File: src/hdl/bitmanip_cfg_pkg.sv
/* data-path widths and word types of the bit-manipulation co-processor
   XLEN is fixed at 32, because the byte and half-word logic is written for RV32 only */
package bitmanip_cfg_pkg;

  // ------------------------------
  // widths
  // ------------------------------
  localparam int XLEN    = 32; // data path
  localparam int SHAMT_W = 5;  // bit index into one word
  localparam int CNT_W   = 6;  // clmul iteration count, must hold XLEN

  // ------------------------------
  // vector types
  // ------------------------------
  typedef logic [XLEN-1:0]    xlen_t;    // operand / result word
  typedef logic [2*XLEN-1:0]  dprod_t;   // full carry-less product
  typedef logic [SHAMT_W-1:0] shamt_t;   // bit position
  typedef logic [11:0]        funct12_t; // instr[31:20]
  typedef logic [2:0]         funct3_t;  // instr[14:12]

  // mirror a word, msb <-> lsb
  // clmulr runs the plain multiplier on mirrored operands and mirrors the result
  function automatic xlen_t bit_rev(input xlen_t v);
    xlen_t r;
    for (int i = 0; i < XLEN; i++) begin
      r[i] = v[XLEN-1-i];
    end
    return r;
  endfunction

endpackage

File: src/hdl/bitmanip_clmul.sv
`timescale 1ns/1ps
/* iterative carry-less multiplier, one rs1 bit per cycle, XLEN cycles per product
   operands must stay stable while busy_o is high; a new start reloads at once */
module bitmanip_clmul (
  input  logic                     clk_i,
  input  logic                     rstn_i,  // async, active low
  input  logic                     start_i, // one-cycle load strobe
  input  logic                     rev_i,   // clmulr, mirror both operands
  input  bitmanip_cfg_pkg::xlen_t  rs1_i,
  input  bitmanip_cfg_pkg::xlen_t  rs2_i,
  output logic                     busy_o,
  output bitmanip_cfg_pkg::dprod_t prod_o   // hi: accumulator, lo: remaining rs1 bits
);
  import bitmanip_cfg_pkg::*;

  logic [CNT_W-1:0] cnt_q;  // iterations left
  xlen_t            addend; // rs2, mirrored for clmulr
  xlen_t            hi_nxt; // upper half after this step

  assign addend = rev_i ? bit_rev(rs2_i) : rs2_i;
  assign hi_nxt = prod_o[2*XLEN-1:XLEN] ^ (prod_o[0] ? addend : '0);
  assign busy_o = |cnt_q;

  // ------------------------------
  // iteration counter
  // ------------------------------
  always_ff @(posedge clk_i or negedge rstn_i) begin : iter_cnt
    if (!rstn_i) begin
      cnt_q <= '0;
    end else if (start_i) begin
      cnt_q <= CNT_W'(XLEN);
    end else if (busy_o) begin
      cnt_q <= cnt_q - 1'b1;
    end
  end

  // shift-right accumulate, the product builds up from the top
  always_ff @(posedge clk_i) begin : prod_reg
    if (start_i) begin
      prod_o <= {xlen_t'(0), (rev_i ? bit_rev(rs1_i) : rs1_i)};
    end else if (busy_o) begin
      prod_o <= {1'b0, hi_nxt, prod_o[XLEN-1:1]}; // msb stays 0 for XLEN x XLEN
    end
  end

  // busy has to cover exactly XLEN steps, issue waits on its falling edge
  a_busy_len : assert property (@(posedge clk_i) disable iff (!rstn_i)
    start_i ##1 (!start_i)[*XLEN] |=> !busy_o && $past(busy_o))
    else $error("clmul: busy did not fall %0d cycles after start", XLEN);

endmodule

File: config.mk
export PLATFORM = sky130hd
export DESIGN_NAME = bitmanip_clmul
export DESIGN_NICKNAME = d
export VERILOG_FILES = /design/src/hdl/bitmanip_cfg_pkg.sv /design/src/hdl/bitmanip_clmul.sv
export SDC_FILE = /design/constraint.sdc
export NUM_CORES = 1
export LEC_CHECK = 0
export BUFFER_PORTS_ARGS = -buffer_cell sky130_fd_sc_hd__buf_2
export CORE_ASPECT_RATIO = 1.5
export CORE_MARGIN = 8
export CORE_UTILIZATION = 47
export DETAILED_ROUTE_END_ITERATION = 10
export GPL_TIMING_DRIVEN = 0
export PLACE_DENSITY_LB_ADDON = 0.05
export SYNTH_ARGS = -nofsm -noshare
export SYNTH_HDL_FRONTEND = slang
export SYNTH_SLANG_ARGS = --single-unit
File: constraint.sdc
create_clock -name clk_i -period 2.1 [get_ports clk_i]
set_input_delay 0.105 -clock clk_i [delete_from_list [all_inputs] [get_ports clk_i]]
set_output_delay 0.105 -clock clk_i [all_outputs]
set_load 0.05 [all_outputs]
# [Yosys cells after proc, flatten, opt, wreduce, memory -nomap -nowiden]
# Index checks and enable logic that the tools add are counted.
[op_classes] bitwise=1 n_mux=7 reduce_logical=2 add_sub_neg=1
[ops] op="$mux W32" n=5
[ops] op="$xor A31 B32 Y32" n=1
[ops] op="$mux W6" n=2
[ops] op="$reduce_or A6 Y1" n=1
[ops] op="$sub A6 B1 Y6 const B" n=1
[ops] op="$reduce_bool A2 Y1" n=1
[totals] elab_cells=14 out_inout_bits=65 ff_bits=69

# [Depth between registers and ports, before layout]
# Gate-level depths: netlist of the first run.
[logic_depth] ltp_word=5 ltp_mapped=7

# [Least setup slack after synthesis of the first run]
# OpenSTA, ideal clock, no wires.
[synth_timing] kind="reg-to-reg" startpoint="register cnt_q[0]" endpoint="register prod_o[0] (enable)" path_stages_with_launch=6 path_buffers=1 t_arrival_ps=1767 required_time_ps=1526 setup_time_ps=574 period_less_slack_ps=2341 slack_ps=-241 path_cell_list="dfrtp_1 > inv_1 > ha_1 > nor2b_1 > clkbuf_1 > nand3_1"
[synth_via] elab_chain_len=2
[synth_rtl] element="start: declaration" line="bitmanip_clmul.sv:16" text="logic [CNT_W-1:0] cnt_q;"
[synth_rtl] element="start signal: assignment" line="bitmanip_clmul.sv:31" text="cnt_q <= CNT_W'(XLEN);"
[synth_rtl] element="start signal: assignment" line="bitmanip_clmul.sv:33" text="cnt_q <= cnt_q - 1'b1;"
[synth_rtl] element="$reduce_or A6 Y1" line="bitmanip_clmul.sv:22" text="assign busy_o = |cnt_q;"
[synth_rtl] element="$reduce_bool A2 Y1 (no source line)"
[synth_rtl] element="end signal: assignment" line="bitmanip_clmul.sv:40" text="prod_o <= {xlen_t'(0), (rev_i ? bit_rev(rs1_i) : rs1_i)};"
[synth_rtl] element="end signal: assignment" line="bitmanip_clmul.sv:42" text="prod_o <= {1'b0, hi_nxt, prod_o[XLEN-1:1]};"
[synth_rtl] element="end: declaration" line="bitmanip_clmul.sv:12" text="output bitmanip_cfg_pkg::dprod_t prod_o"
# No other way between the ends.
# A chain may end at the register's enable or synchronous reset.

# [Final worst setup path of the first run]
[layout_timing] startpoint="register cnt_q[0]" endpoint="output busy_o"
[layout_via] elab_chain_len=1
[layout_rtl] element="$reduce_or A6 Y1" line="bitmanip_clmul.sv:22"
[layout_rtl] element="end: declaration" line="bitmanip_clmul.sv:11" text="output logic busy_o,"
# No other way between the ends.

==> impl_metrics.env, run 1 <==
export IMPL_drt_iter0_drc=173
export IMPL_netlist_area_sq_um=4260
export IMPL_cts_clk_slew_worst_paths_ns=0.06
export IMPL_grt_total_usage_pct=19.7
export IMPL_worst_setup_path_type="flip-flop to output port"
export IMPL_clock_latency_ns=0.33
export IMPL_irDropWorstVdd_uv=715
export IMPL_crit_chain="inv_1 > ha_1 > nand2b_1 > nor2_4 > buf_6 > inv_1 > buf_2"
export IMPL_skew_ns=0.00626
export IMPL_grt_overflow_total=0
export IMPL_cellPowerDensity_nw_per_um2=1130
export IMPL_core_area_sq_um=8830
export IMPL_critical_path_max_stage_delay_ns=0.41
export IMPL_setup_viol_count_final=0
export IMPL_final_hold_viol_count=0
export IMPL_clock_sinks=69
export IMPL_grt_setup_unrepaired="no"
export IMPL_ioPinCount=133
export IMPL_timing_critical_path_fanout_max=10
export IMPL_final_layout_size_suffix_gt1_share_pct=32.8
export IMPL_fillers=821
export IMPL_cts_tree="built"
export IMPL_critical_path_startpoint_type="flip-flop"
export IMPL_detail_route_wl_per_cell_microns=18.0
export IMPL_required_arrival_time_at_the_worst_endpoint_ns=2.00
export IMPL_period_minus_ws_final_ns=1.97
export IMPL_dp_hpwl_microns=9290
export IMPL_yosysTopAreaCellShare_pct=22.5
export IMPL_fp_dieArea_sq_um=12400
export IMPL_yosys_warnings=0
export IMPL_result_of_the_run="complete, no violations"
export IMPL_synth_area_leader_cell="edfxtp_1"
export IMPL_endpoint_class_of_the_critical_path="output port"
export IMPL_critical_path_reg2reg_startpoint="cnt_q[0]$_DFFE_PN0P_"
export IMPL_synth_top_cells_by_area="edfxtp_1, mux2i_1, dfxtp_1, o41ai_2, nor2_1"
export IMPL_total_nets_final=638
export IMPL_path_delay_family="buffers and inverters"
export IMPL_syn_num_nets=496
export IMPL_total_leakage_power_nw=2.50
export IMPL_worst_endpoint_arrival_ns=1.86
export IMPL_max_clock_freq_mhz=509
export IMPL_root_buffer="clkbuf_16"
export IMPL_ctsHtreeMaxLevel=3
export IMPL_kind_of_path_behind_the_tightest_hold_check="input pin to async pin"
export IMPL_timing_worst_slew_pin_value_ns=0.731
export IMPL_synth_avg_cell_area_sq_um=10.0
export IMPL_syn_inst_count=426
export IMPL_switching_share_pct=46.2
export IMPL_postRouteWirelength_microns=12300
export IMPL_post_cts_setup_buffer_count=0
export IMPL_grt_antenna_before_repair=0
export IMPL_maxSlewHeadroom_pct=51.2
export IMPL_cpMaxStageDelayCell="dfrtp_1"
export IMPL_cts_buffers_inserted=9
export IMPL_switchingPower_mw=2.79
export IMPL_first_pass_grt_wire_length_microns=20000
export IMPL_insertedDiodeCount=0
export IMPL_route_antenna_remaining_nets=0
export IMPL_yosysSeqAreaShare_pct=40.6
export IMPL_power_frac_clock_pct=21.9
export IMPL_ys_types=35
export IMPL_num_rows=42
export IMPL_final_max_slew_viol_count=0
export IMPL_route_detailed_drc=0
export IMPL_synth_seq_cells=69
export IMPL_routed_via_count=3845
export IMPL_first_pass_iters=5
export IMPL_die_h_microns=133
export IMPL_intPower_mw=3.25
export IMPL_cp_startpoint="cnt_q[0]$_DFFE_PN0P_"
export IMPL_routabilityCongestion=0.834
export IMPL_avgViaCountPerCell=5.63
export IMPL_seq_power_share_pct=33.6
export IMPL_area_overhead_of_the_layout_relative_to_synthesis_pct=25.5
export IMPL_buffer_ports_inserted=129
export IMPL_maxCapViolations=0
export IMPL_initial_core_util_pct=48.3
export IMPL_grt_start_max_net_pins=35
export IMPL_critical_path_buf_inv_count=4
export IMPL_first_global_vias=4127
export IMPL_combinationalPowerShare_pct=44.6
export IMPL_die_w_microns=93.8
export IMPL_max_clock_path_buffers=2
export IMPL_hold_ws_ns=0.149
export IMPL_placement_setup_worst_slack_ns=-0.312
export IMPL_crit_top_cell="inv_1"
export IMPL_post_route_period_util_pct=93.6
export IMPL_layout_setup_ws_ns=0.134
==> cell families (layout without fill, tap and decap cells) <==
family / Yosys count / count (layout) / synth area share [%]
simple gates: 144 / 145 / 15.7
mux: 94 / 94 / 22.1
compound gates: 71 / 71 / 15.4
flops: 69 / 69 / 40.6
buf+inv: 44 / 190 / 5.28
fa+ha+maj: 2 / 2 / 0.587
other cells: 1 / 1 / 0.0879
xor+xnor: 1 / 1 / 0.205
==> power groups by stage <==
stage	clock [mW]	sequential (mW)	combinational, mW
CTS	1.35	2.03	2.68
finish	1.32	2.03	2.69
global route	1.41	2.08	2.89
global placement	0	2.04	2.63
floorplan	0	2.87	1.13
detailed placement	0	2.05	2.66
==> per-layer routing <==
| layer | up-vias | GRT usage, % | wire (microns) |
|---|---|---|---|
| li1 | 1874 | - | - |
| met1 | 1821 | 22.0 | 4830 |
| met2 | 129 | 33.6 | 6200 |
| met3 | 21 | 6.29 | 996 |
| met4 | 0 | 7.62 | 239 |
| met5 | - | 0 | 0 |
==> cells in the final DEF (no fill, tap or decap), types with 2 or more instances in the layout <==
| master | instances |
|---|---|
| nand4_1 | 31 |
| nand2b_1 | 3 |
| dfxtp_1 | 31 |
| clkinv_2 | 2 |
| o21ai_0 | 2 |
| ha_1 | 2 |
| buf_2 | 132 |
| mux2i_1 | 92 |
| o41ai_2 | 24 |
| nor2b_1 | 2 |
| clkbuf_16 | 9 |
| o41ai_1 | 6 |
| nand3_4 | 2 |
| buf_6 | 5 |
| clkinv_1 | 5 |
| clkbuf_1 | 20 |
| nor2_1 | 65 |
| a21oi_1 | 35 |
| nand3_1 | 2 |
| nand2_1 | 32 |
| buf_1 | 3 |
| o22ai_1 | 2 |
| buf_4 | 6 |
| mux2_2 | 2 |
| nor3_1 | 2 |
| dfrtp_1 | 6 |
| inv_1 | 4 |
| clkbuf_2 | 2 |
| edfxtp_1 | 32 |
==> worst paths after layout <==
kind                            cells after the start  slack, ns                       to
min in group clk_i                                  3       0.17     prod_o[14]$_DFFE_PP_
worst max register to register                      7       0.18  prod_o[59]$_SDFFE_PP0P_
worst min register to register                      2       0.53  prod_o[58]$_SDFFE_PP0P_
worst min-delay path                                2       0.15     cnt_q[5]$_DFFE_PN0P_
max in group asynchronous                           2       1.80     cnt_q[3]$_DFFE_PN0P_
worst max-delay path                                7       0.13                   busy_o
==> cell type report <==
cell class | instances | area [sq um] | share of cell area [%]
Timing Repair Buffer | 130 | 656 | 12.3
Sequential cell | 69 | 1730 | 32.4
Buffer | 39 | 213 | 3.97
Inverter | 5 | 18.8 | 0.351
Clock buffer | 9 | 225 | 4.21
Multi-Input combinational cell | 314 | 2340 | 43.7
Clock inverter | 7 | 32.5 | 0.608
Tap cell | 110 | 138 | 2.57
==> Yosys cell counts (all sizes together) <==
master	number
a211o	1
a21oi	35
buf	17
clkbuf	22
clkinv	1
conb	1
dfrtp	6
dfxtp	31
edfxtp	32
ha	2
inv	4
mux2	2
mux2i	92
nand2	32
nand2b	3
nand3	3
nand4	31
nor2	66
nor2b	2
nor3	3
nor3b	1
o21ai	2
o22ai	2
o31ai	1
o41ai	30
or3	2
or3b	1
xnor2	1
==> what timing repair did <==
item                                    CTS  global route
hold endpoints to repair                  6             0
resized for setup                         1             6
pin swaps                                 0             1
hold buffers                              1             0
endpoints found under the setup margin   34            65
cloned                                    0             1
==> state kept, by name, summed over array words and instances (netlist names) <==
name	count
prod_o	63
cnt_q	6
==> through the flow <==
| stage | setup TNS [ns] | cell area [sq um] | std cells | utilization (%) | total power, mW |
|---|---|---|---|---|---|
| 4_1_cts | 0 | 5330 | 682 | 60.3 | 6.06 |
| 5_1_grt | 0 | 5350 | 683 | 60.6 | 6.38 |
| 3_3_place_gp | -10.30 | 5050 | 665 | 57.2 | 4.67 |
| 6_report | 0 | 5350 | 683 | 60.6 | 6.05 |
| 3_5_place_dp | -10.44 | 5050 | 665 | 57.2 | 4.71 |
| 2_1_floorplan | 0 | 4270 | 426 | - | 4.01 |
(Power assumes the default switching activity.)
==> run 2: changes to the inputs <==
--- a/config.mk
+++ b/config.mk
@@ -11,7 +11,7 @@
 export CORE_UTILIZATION = 47
 export DETAILED_ROUTE_END_ITERATION = 10
 export GPL_TIMING_DRIVEN = 0
-export PLACE_DENSITY_LB_ADDON = 0.05
+export PLACE_DENSITY = 0.76
 export SYNTH_ARGS = -nofsm -noshare
 export SYNTH_HDL_FRONTEND = slang
 export SYNTH_SLANG_ARGS = --single-unit
==> impl_metrics.env, run 2 (synthesis results as in run 1) <==
export IMPL_result_of_the_run="complete, no violations"
export IMPL_kind_of_path_behind_the_tightest_hold_check="input pin to async pin"
export IMPL_die_w_microns=93.8
export IMPL_grt_total_usage_pct=19.9
export IMPL_post_route_period_util_pct=97.5
export IMPL_endpoint_class_of_the_critical_path="flip-flop"
export IMPL_placed_cell_areas_sq_um=5050
export IMPL_area_overhead_of_the_layout_relative_to_synthesis_pct=26.9
export IMPL_clock_latency_ns=0.34
export IMPL_maxSlewHeadroom_pct=49.5
export IMPL_route_detailed_drc=0
export IMPL_fp_dieArea_sq_um=12400
export IMPL_routed_via_count=4048
export IMPL_switching_share_pct=43.9
export IMPL_setup_reg_to_reg_worst_slack_ns=0.05
export IMPL_ctsHtreeMaxLevel=3
export IMPL_grt_setup_unrepaired="yes"
export IMPL_cts_tree="built"
export IMPL_final_layout_size_suffix_gt1_share_pct=32.7
export IMPL_die_h_microns=133
export IMPL_finalPower_mw=6.47
export IMPL_avgViaCountPerCell=5.94
export IMPL_cts_clk_slew_worst_paths_ns=0.06
export IMPL_intPower_mw=3.63
export IMPL_detail_route_wl_per_cell_microns=18.6
export IMPL_seq_power_share_pct=31.5
export IMPL_dp_hpwl_microns=9540
export IMPL_worst_endpoint_arrival_ns=2.29
export IMPL_first_pass_grt_wire_length_microns=20100
export IMPL_fin_util_pct=61.3
export IMPL_critical_path_buf_inv_count=2
export IMPL_skew_ns=0.00735
export IMPL_placement_setup_worst_slack_ns=-0.284
export IMPL_cts_buffers_inserted=9
export IMPL_total_nets_final=637
export IMPL_num_rows=42
export IMPL_total_leakage_power_nw=2.52
export IMPL_postRouteWirelength_microns=12700
export IMPL_critical_path_startpoint_type="flip-flop"
export IMPL_grt_overflow_total=0
export IMPL_routabilityCongestion=0.908
export IMPL_first_global_vias=4121
export IMPL_core_area_sq_um=8830
export IMPL_setup_viol_count_final=0
export IMPL_mostFrequentLayoutCell="buf_2"
export IMPL_irDropWorstVdd_uv=793
export IMPL_largest_register_ffs=63
export IMPL_top_regs="prod_o: 63 flops, cnt_q: 6 flops"
export IMPL_grt_antenna_before_repair=0
export IMPL_power_frac_clock_pct=26.7
export IMPL_critical_path_max_stage_delay_ns=0.43
export IMPL_combinationalPowerShare_pct=41.7
export IMPL_maxCapViolations=0
export IMPL_max_clock_path_buffers=2
export IMPL_first_pass_iters=5
export IMPL_layout_common_cells="buf_2, mux2i_1, nor2_1"
export IMPL_switchingPower_mw=2.84
export IMPL_insertedDiodeCount=0
export IMPL_initial_core_util_pct=48.3
export IMPL_cpMaxStageDelayCell="nand3_4"
export IMPL_cellPowerDensity_nw_per_um2=1190
export IMPL_grt_start_max_net_pins=35
export IMPL_timing_critical_path_fanout_max=34
export IMPL_layout_setup_ws_ns=0.0522
export IMPL_timing_worst_slew_pin_value_ns=0.758
export IMPL_buffer_ports_inserted=129
export IMPL_setup_tns_ns=0
export IMPL_clock_sinks=69
export IMPL_required_arrival_time_at_the_worst_endpoint_ns=2.34
export IMPL_final_hold_viol_count=0
export IMPL_crit_chain="inv_1 > ha_1 > nor2b_1 > clkbuf_1 > nand3_4 > o22ai_1"
export IMPL_period_minus_ws_final_ns=2.05
export IMPL_fillers=763
export IMPL_ioPinCount=133
export IMPL_drt_iter0_drc=317
export IMPL_route_antenna_remaining_nets=0
export IMPL_root_buffer="clkbuf_16"
export IMPL_final_max_slew_viol_count=0
export IMPL_largest_register="prod_o"
export IMPL_worst_setup_path_type="flip-flop to flip-flop"
export IMPL_layout_cell_area_non_filler_sq_um=5410
export IMPL_path_delay_family="simple AND/OR/NAND/NOR gates"
export IMPL_max_clock_freq_mhz=488
-- run 2: metal layers --
| metal | track usage (%) | wire length [microns] | up-vias | share of wire [%] |
|---|---|---|---|---|
| met3 | 6.40 | 1270 | 27 | 10 |
| met4 | 8.68 | 333 | 0 | 2.6 |
| met5 | 0 | 0 | - | 0 |
| met2 | 32.2 | 6030 | 211 | 47 |
| li1 | - | - | 1864 | - |
| met1 | 23.2 | 5080 | 1946 | 40 |
-- run 2: layout make-up --
class,instances,area [sq um],share of cell area [%]
plain buffers,39,210,3.88
multi-input cells,313,2320,42.9
repair buffers,130,656,12.1
clock inverters,7,114,2.10
well taps,110,138,2.54
flip-flops and latches,69,1730,32.0
inverters,5,18.8,0.347
clock buffers,9,225,4.16
-- run 2: worst paths after layout --
check                                             start                 endpoint  cells past startpoint
worst max-delay path               cnt_q[0]$_DFFE_PN0P_     cnt_q[1]$_DFFE_PN0P_                      6
worst min-delay path                             rstn_i     cnt_q[4]$_DFFE_PN0P_                      2
worst max register to register     cnt_q[0]$_DFFE_PN0P_     cnt_q[1]$_DFFE_PN0P_                      6
worst min register to register  prod_o[58]$_SDFFE_PP0P_  prod_o[58]$_SDFFE_PP0P_                      2
max in group asynchronous                        rstn_i     cnt_q[2]$_DFFE_PN0P_                      2
min in group clk_i                            rs1_i[25]     prod_o[25]$_DFFE_PP_                      3
-- run 2: repair_timing --
action / CTS / global route
setup buffers: 0 / 0
hold buffers: 1 / 0
hold endpoints to repair: 6 / 0
endpoints found under the setup margin: 34 / 55
resized for setup: 1 / 1
-- run 2: power groups by stage --
stage                     Combinational, mW  Clock, mW  Sequential [mW]
after detailed placement               2.67          0             2.05
after floorplan                        1.13          0             2.87
final                                  2.70       1.73             2.04
after CTS                              2.69       1.74             2.03
after global routing                   2.86       1.79             2.08
after global placement                 2.61          0             2.04
-- run 2: through the flow --
step           cells  hold slack, ns
2_1_floorplan    426          -0.191
3_3_place_gp     665         -0.0590
3_5_place_dp     665         -0.0588
4_1_cts          682           0.149
5_1_grt          682           0.170
6_report         682           0.142
==> run 3: changes to the inputs <==
--- a/config.mk
+++ b/config.mk
@@ -5,6 +5,8 @@
 export SDC_FILE = /design/constraint.sdc
 export NUM_CORES = 1
 export LEC_CHECK = 0
+export ABC_AREA = 1
+export ABC_CLOCK_PERIOD_IN_PS = 2100
 export BUFFER_PORTS_ARGS = -buffer_cell sky130_fd_sc_hd__buf_2
 export CORE_ASPECT_RATIO = 1.5
 export CORE_MARGIN = 8
==> impl_metrics.env, run 3 <==
export IMPL_route_detailed_drc=0
export IMPL_avgViaCountPerCell=5.31
export IMPL_cts_clk_slew_worst_paths_ns=0.06
export IMPL_critical_path_max_stage_delay_ns=0.40
export IMPL_synth_edff_count=32
export IMPL_worst_endpoint_arrival_ns=2.08
export IMPL_ys_types=27
export IMPL_asyncSetResetFlopFracSynth_pct=8.70
export IMPL_yosysSeqAreaShare_pct=41.0
export IMPL_layout_cell_area_non_filler_sq_um=5340
export IMPL_path_delay_family="buffers and inverters"
export IMPL_syn_inst_count=595
export IMPL_die_w_microns=93.4
export IMPL_synth_top_cells_by_area="edfxtp_1, nand2_1, dfxtp_1, o21ai_0, inv_1"
export IMPL_detail_route_wl_per_cell_microns=14.8
export IMPL_crit_chain="inv_1 > ha_1 > nand4_4 > inv_2 > buf_6 > nand2_1 > nand2_1"
export IMPL_finalPower_mw=5.97
export IMPL_cellPowerDensity_nw_per_um2=1120
export IMPL_synth_area_leader_cell="edfxtp_1"
export IMPL_ioPinCount=133
export IMPL_placement_setup_worst_slack_ns=-0.394
export IMPL_dp_cells=835
export IMPL_mostFrequentLayoutCell="nand2_1"
export IMPL_cp_startpoint="cnt_q[0]$_DFFE_PN0P_"
export IMPL_cpMaxStageDelayCell="dfrtp_1"
export IMPL_layout_common_cells="nand2_1, buf_2, inv_1"
export IMPL_syn_num_nets=665
export IMPL_top_regs="prod_o: 63 flops, cnt_q: 6 flops"
export IMPL_timing_critical_path_fanout_max=17
export IMPL_worst_setup_path_type="flip-flop to flip-flop"
export IMPL_final_max_slew_viol_count=0
export IMPL_final_cells=853
export IMPL_clock_latency_ns=0.33
export IMPL_critical_path_startpoint_type="flip-flop"
export IMPL_routabilityCongestion=0.807
export IMPL_timing_worst_slew_pin_value_ns=0.585
export IMPL_fin_util_pct=60.8
export IMPL_yosys_warnings=0
export IMPL_drt_iter0_drc=206
export IMPL_max_clock_freq_mhz=553
export IMPL_critical_path_buf_inv_count=3
export IMPL_final_hold_viol_count=0
export IMPL_grt_overflow_total=0
export IMPL_postRouteWirelength_microns=12600
export IMPL_root_buffer="clkbuf_16"
export IMPL_worstHoldStart="rs1_i[0]"
export IMPL_cts_buffers_inserted=9
export IMPL_maxCapViolations=0
export IMPL_first_global_vias=4527
export IMPL_fillers=801
export IMPL_critical_path_reg2reg_startpoint="cnt_q[0]$_DFFE_PN0P_"
export IMPL_dp_hpwl_microns=9310
export IMPL_final_layout_size_suffix_gt1_share_pct=26.9
export IMPL_layout_setup_ws_ns=0.290
export IMPL_kind_of_path_behind_the_tightest_hold_check="input pin to flip-flop"
export IMPL_hold_depth=3
export IMPL_required_arrival_time_at_the_worst_endpoint_ns=2.37
export IMPL_grt_antenna_before_repair=0
export IMPL_synth_most_common_cell="nand2_1"
export IMPL_route_antenna_remaining_nets=0
export IMPL_placed_cell_areas_sq_um=5010
export IMPL_ctsHtreeMaxLevel=3
export IMPL_first_pass_grt_wire_length_microns=20600
export IMPL_largest_register="prod_o"
export IMPL_largest_register_ffs=63
export IMPL_buffer_ports_inserted=130
export IMPL_min_delay_worst_endpoint="prod_o[31]$_DFFE_PP_"
export IMPL_irDropWorstVdd_uv=560
export IMPL_yosysTopAreaCellShare_pct=22.7
export IMPL_worst_r2r_endpoint="prod_o[58]$_SDFFE_PP0P_"
export IMPL_grt_start_max_net_pins=35
export IMPL_initial_core_util_pct=48.2
export IMPL_cts_tree="built"
export IMPL_num_rows=42
export IMPL_routed_via_count=4530
export IMPL_grt_total_usage_pct=20.4
export IMPL_crit_top_cell="nand2_1"
export IMPL_core_area_sq_um=8780
export IMPL_grt_setup_unrepaired="no"
export IMPL_endpoint_class_of_the_critical_path="flip-flop"
export IMPL_synth_avg_cell_area_sq_um=7.10
export IMPL_fp_dieArea_sq_um=12300
export IMPL_clock_sinks=69
export IMPL_total_leakage_power_nw=2.76
export IMPL_insertedDiodeCount=0
export IMPL_synth_ff_type="edfxtp_1"
export IMPL_setup_viol_count_final=0
export IMPL_skew_ns=0.00744
export IMPL_die_h_microns=132
export IMPL_netlist_area_sq_um=4230
export IMPL_area_overhead_of_the_layout_relative_to_synthesis_pct=26.3
export IMPL_first_pass_iters=5
export IMPL_maxSlewHeadroom_pct=60.9
export IMPL_period_minus_ws_final_ns=1.81
export IMPL_setup_reg_to_reg_worst_slack_ns=0.29
export IMPL_synth_seq_cells=69
export IMPL_total_nets_final=808
export IMPL_max_clock_path_buffers=2
export IMPL_synth_top_cells_by_count="nand2_1, inv_1, o21ai_0"
export IMPL_ff2ff_path_depth=7
export IMPL_result_of_the_run="complete, no violations"
export IMPL_post_route_period_util_pct=86.2
run 3: worst max-delay path by stage:
stage / end / depth (start not counted) / slack, ns
floorplan: prod_o[32]$_SDFFE_PP0P_ / 7 / 0.09
global placement: prod_o[42]$_SDFFE_PP0P_ / 7 / -0.38
detailed placement: prod_o[58]$_SDFFE_PP0P_ / 7 / -0.39
CTS: prod_o[42]$_SDFFE_PP0P_ / 7 / 0.04
global route: prod_o[41]$_SDFFE_PP0P_ / 7 / 0.13
finish: prod_o[58]$_SDFFE_PP0P_ / 7 / 0.29
run 3: logic make-up after synthesis:
group,synth area share (%)
other cells,0.0887
simple gates,38.2
buf+inv,12.1
compound gates,7.82
xor+xnor,0.207
fa+ha+maj,0.592
flops,41.0
run 3: routing by layer:
metal,wire length [microns],track usage [%],vias to the layer above
met3,961,4.56,15
li1,-,-,2218
met5,0,0,-
met2,6240,35.3,199
met4,203,9.18,0
met1,5210,23.0,2098
run 3: what timing repair did:
action | in CTS | in global routing
setup endpoints to repair | 65 | 30
hold endpoints to repair | 6 | 0
cloned | 0 | 1
pin swaps | 0 | 1
setup buffers | 0 | 0
hold buffers | 1 | 0
gates resized for setup | 1 | 0
run 3: cell type report:
class,instances,area [sq um],area share [%]
multi-input cells,421,2000,37.6
flip-flops and latches,69,1730,32.4
repair buffers,131,661,12.4
inverters,72,275,5.16
clock buffers,10,239,4.48
plain buffers,34,236,4.43
well taps,110,138,2.58
clock inverters,6,52.6,0.985
run 3: per-stage QoR:
| step | TNS [ns] | hold WS [ns] |
|---|---|---|
| 2_1_floorplan | 0 | -0.191 |
| 3_3_place_gp | -17.57 | -0.0664 |
| 3_5_place_dp | -18.16 | -0.0619 |
| 4_1_cts | 0 | 0.0791 |
| 5_1_grt | 0 | 0.122 |
| 6_report | 0 | 0.0861 |
run 3: tightest hold or removal path: cells and delay by family:
kind	cells	cell delay, ns
AND/OR/NAND/NOR	1	0.06
buffers and inverters	1	0.09
AO/OA/AOI/OAI	1	0.06
run 3: power by group:
group | leakage, nW | switching, mW | internal, mW
registers | 0.676 | 0.267 | 1.76
logic | 1.94 | 1.81 | 0.642
clock network | 0.139 | 0.558 | 0.935
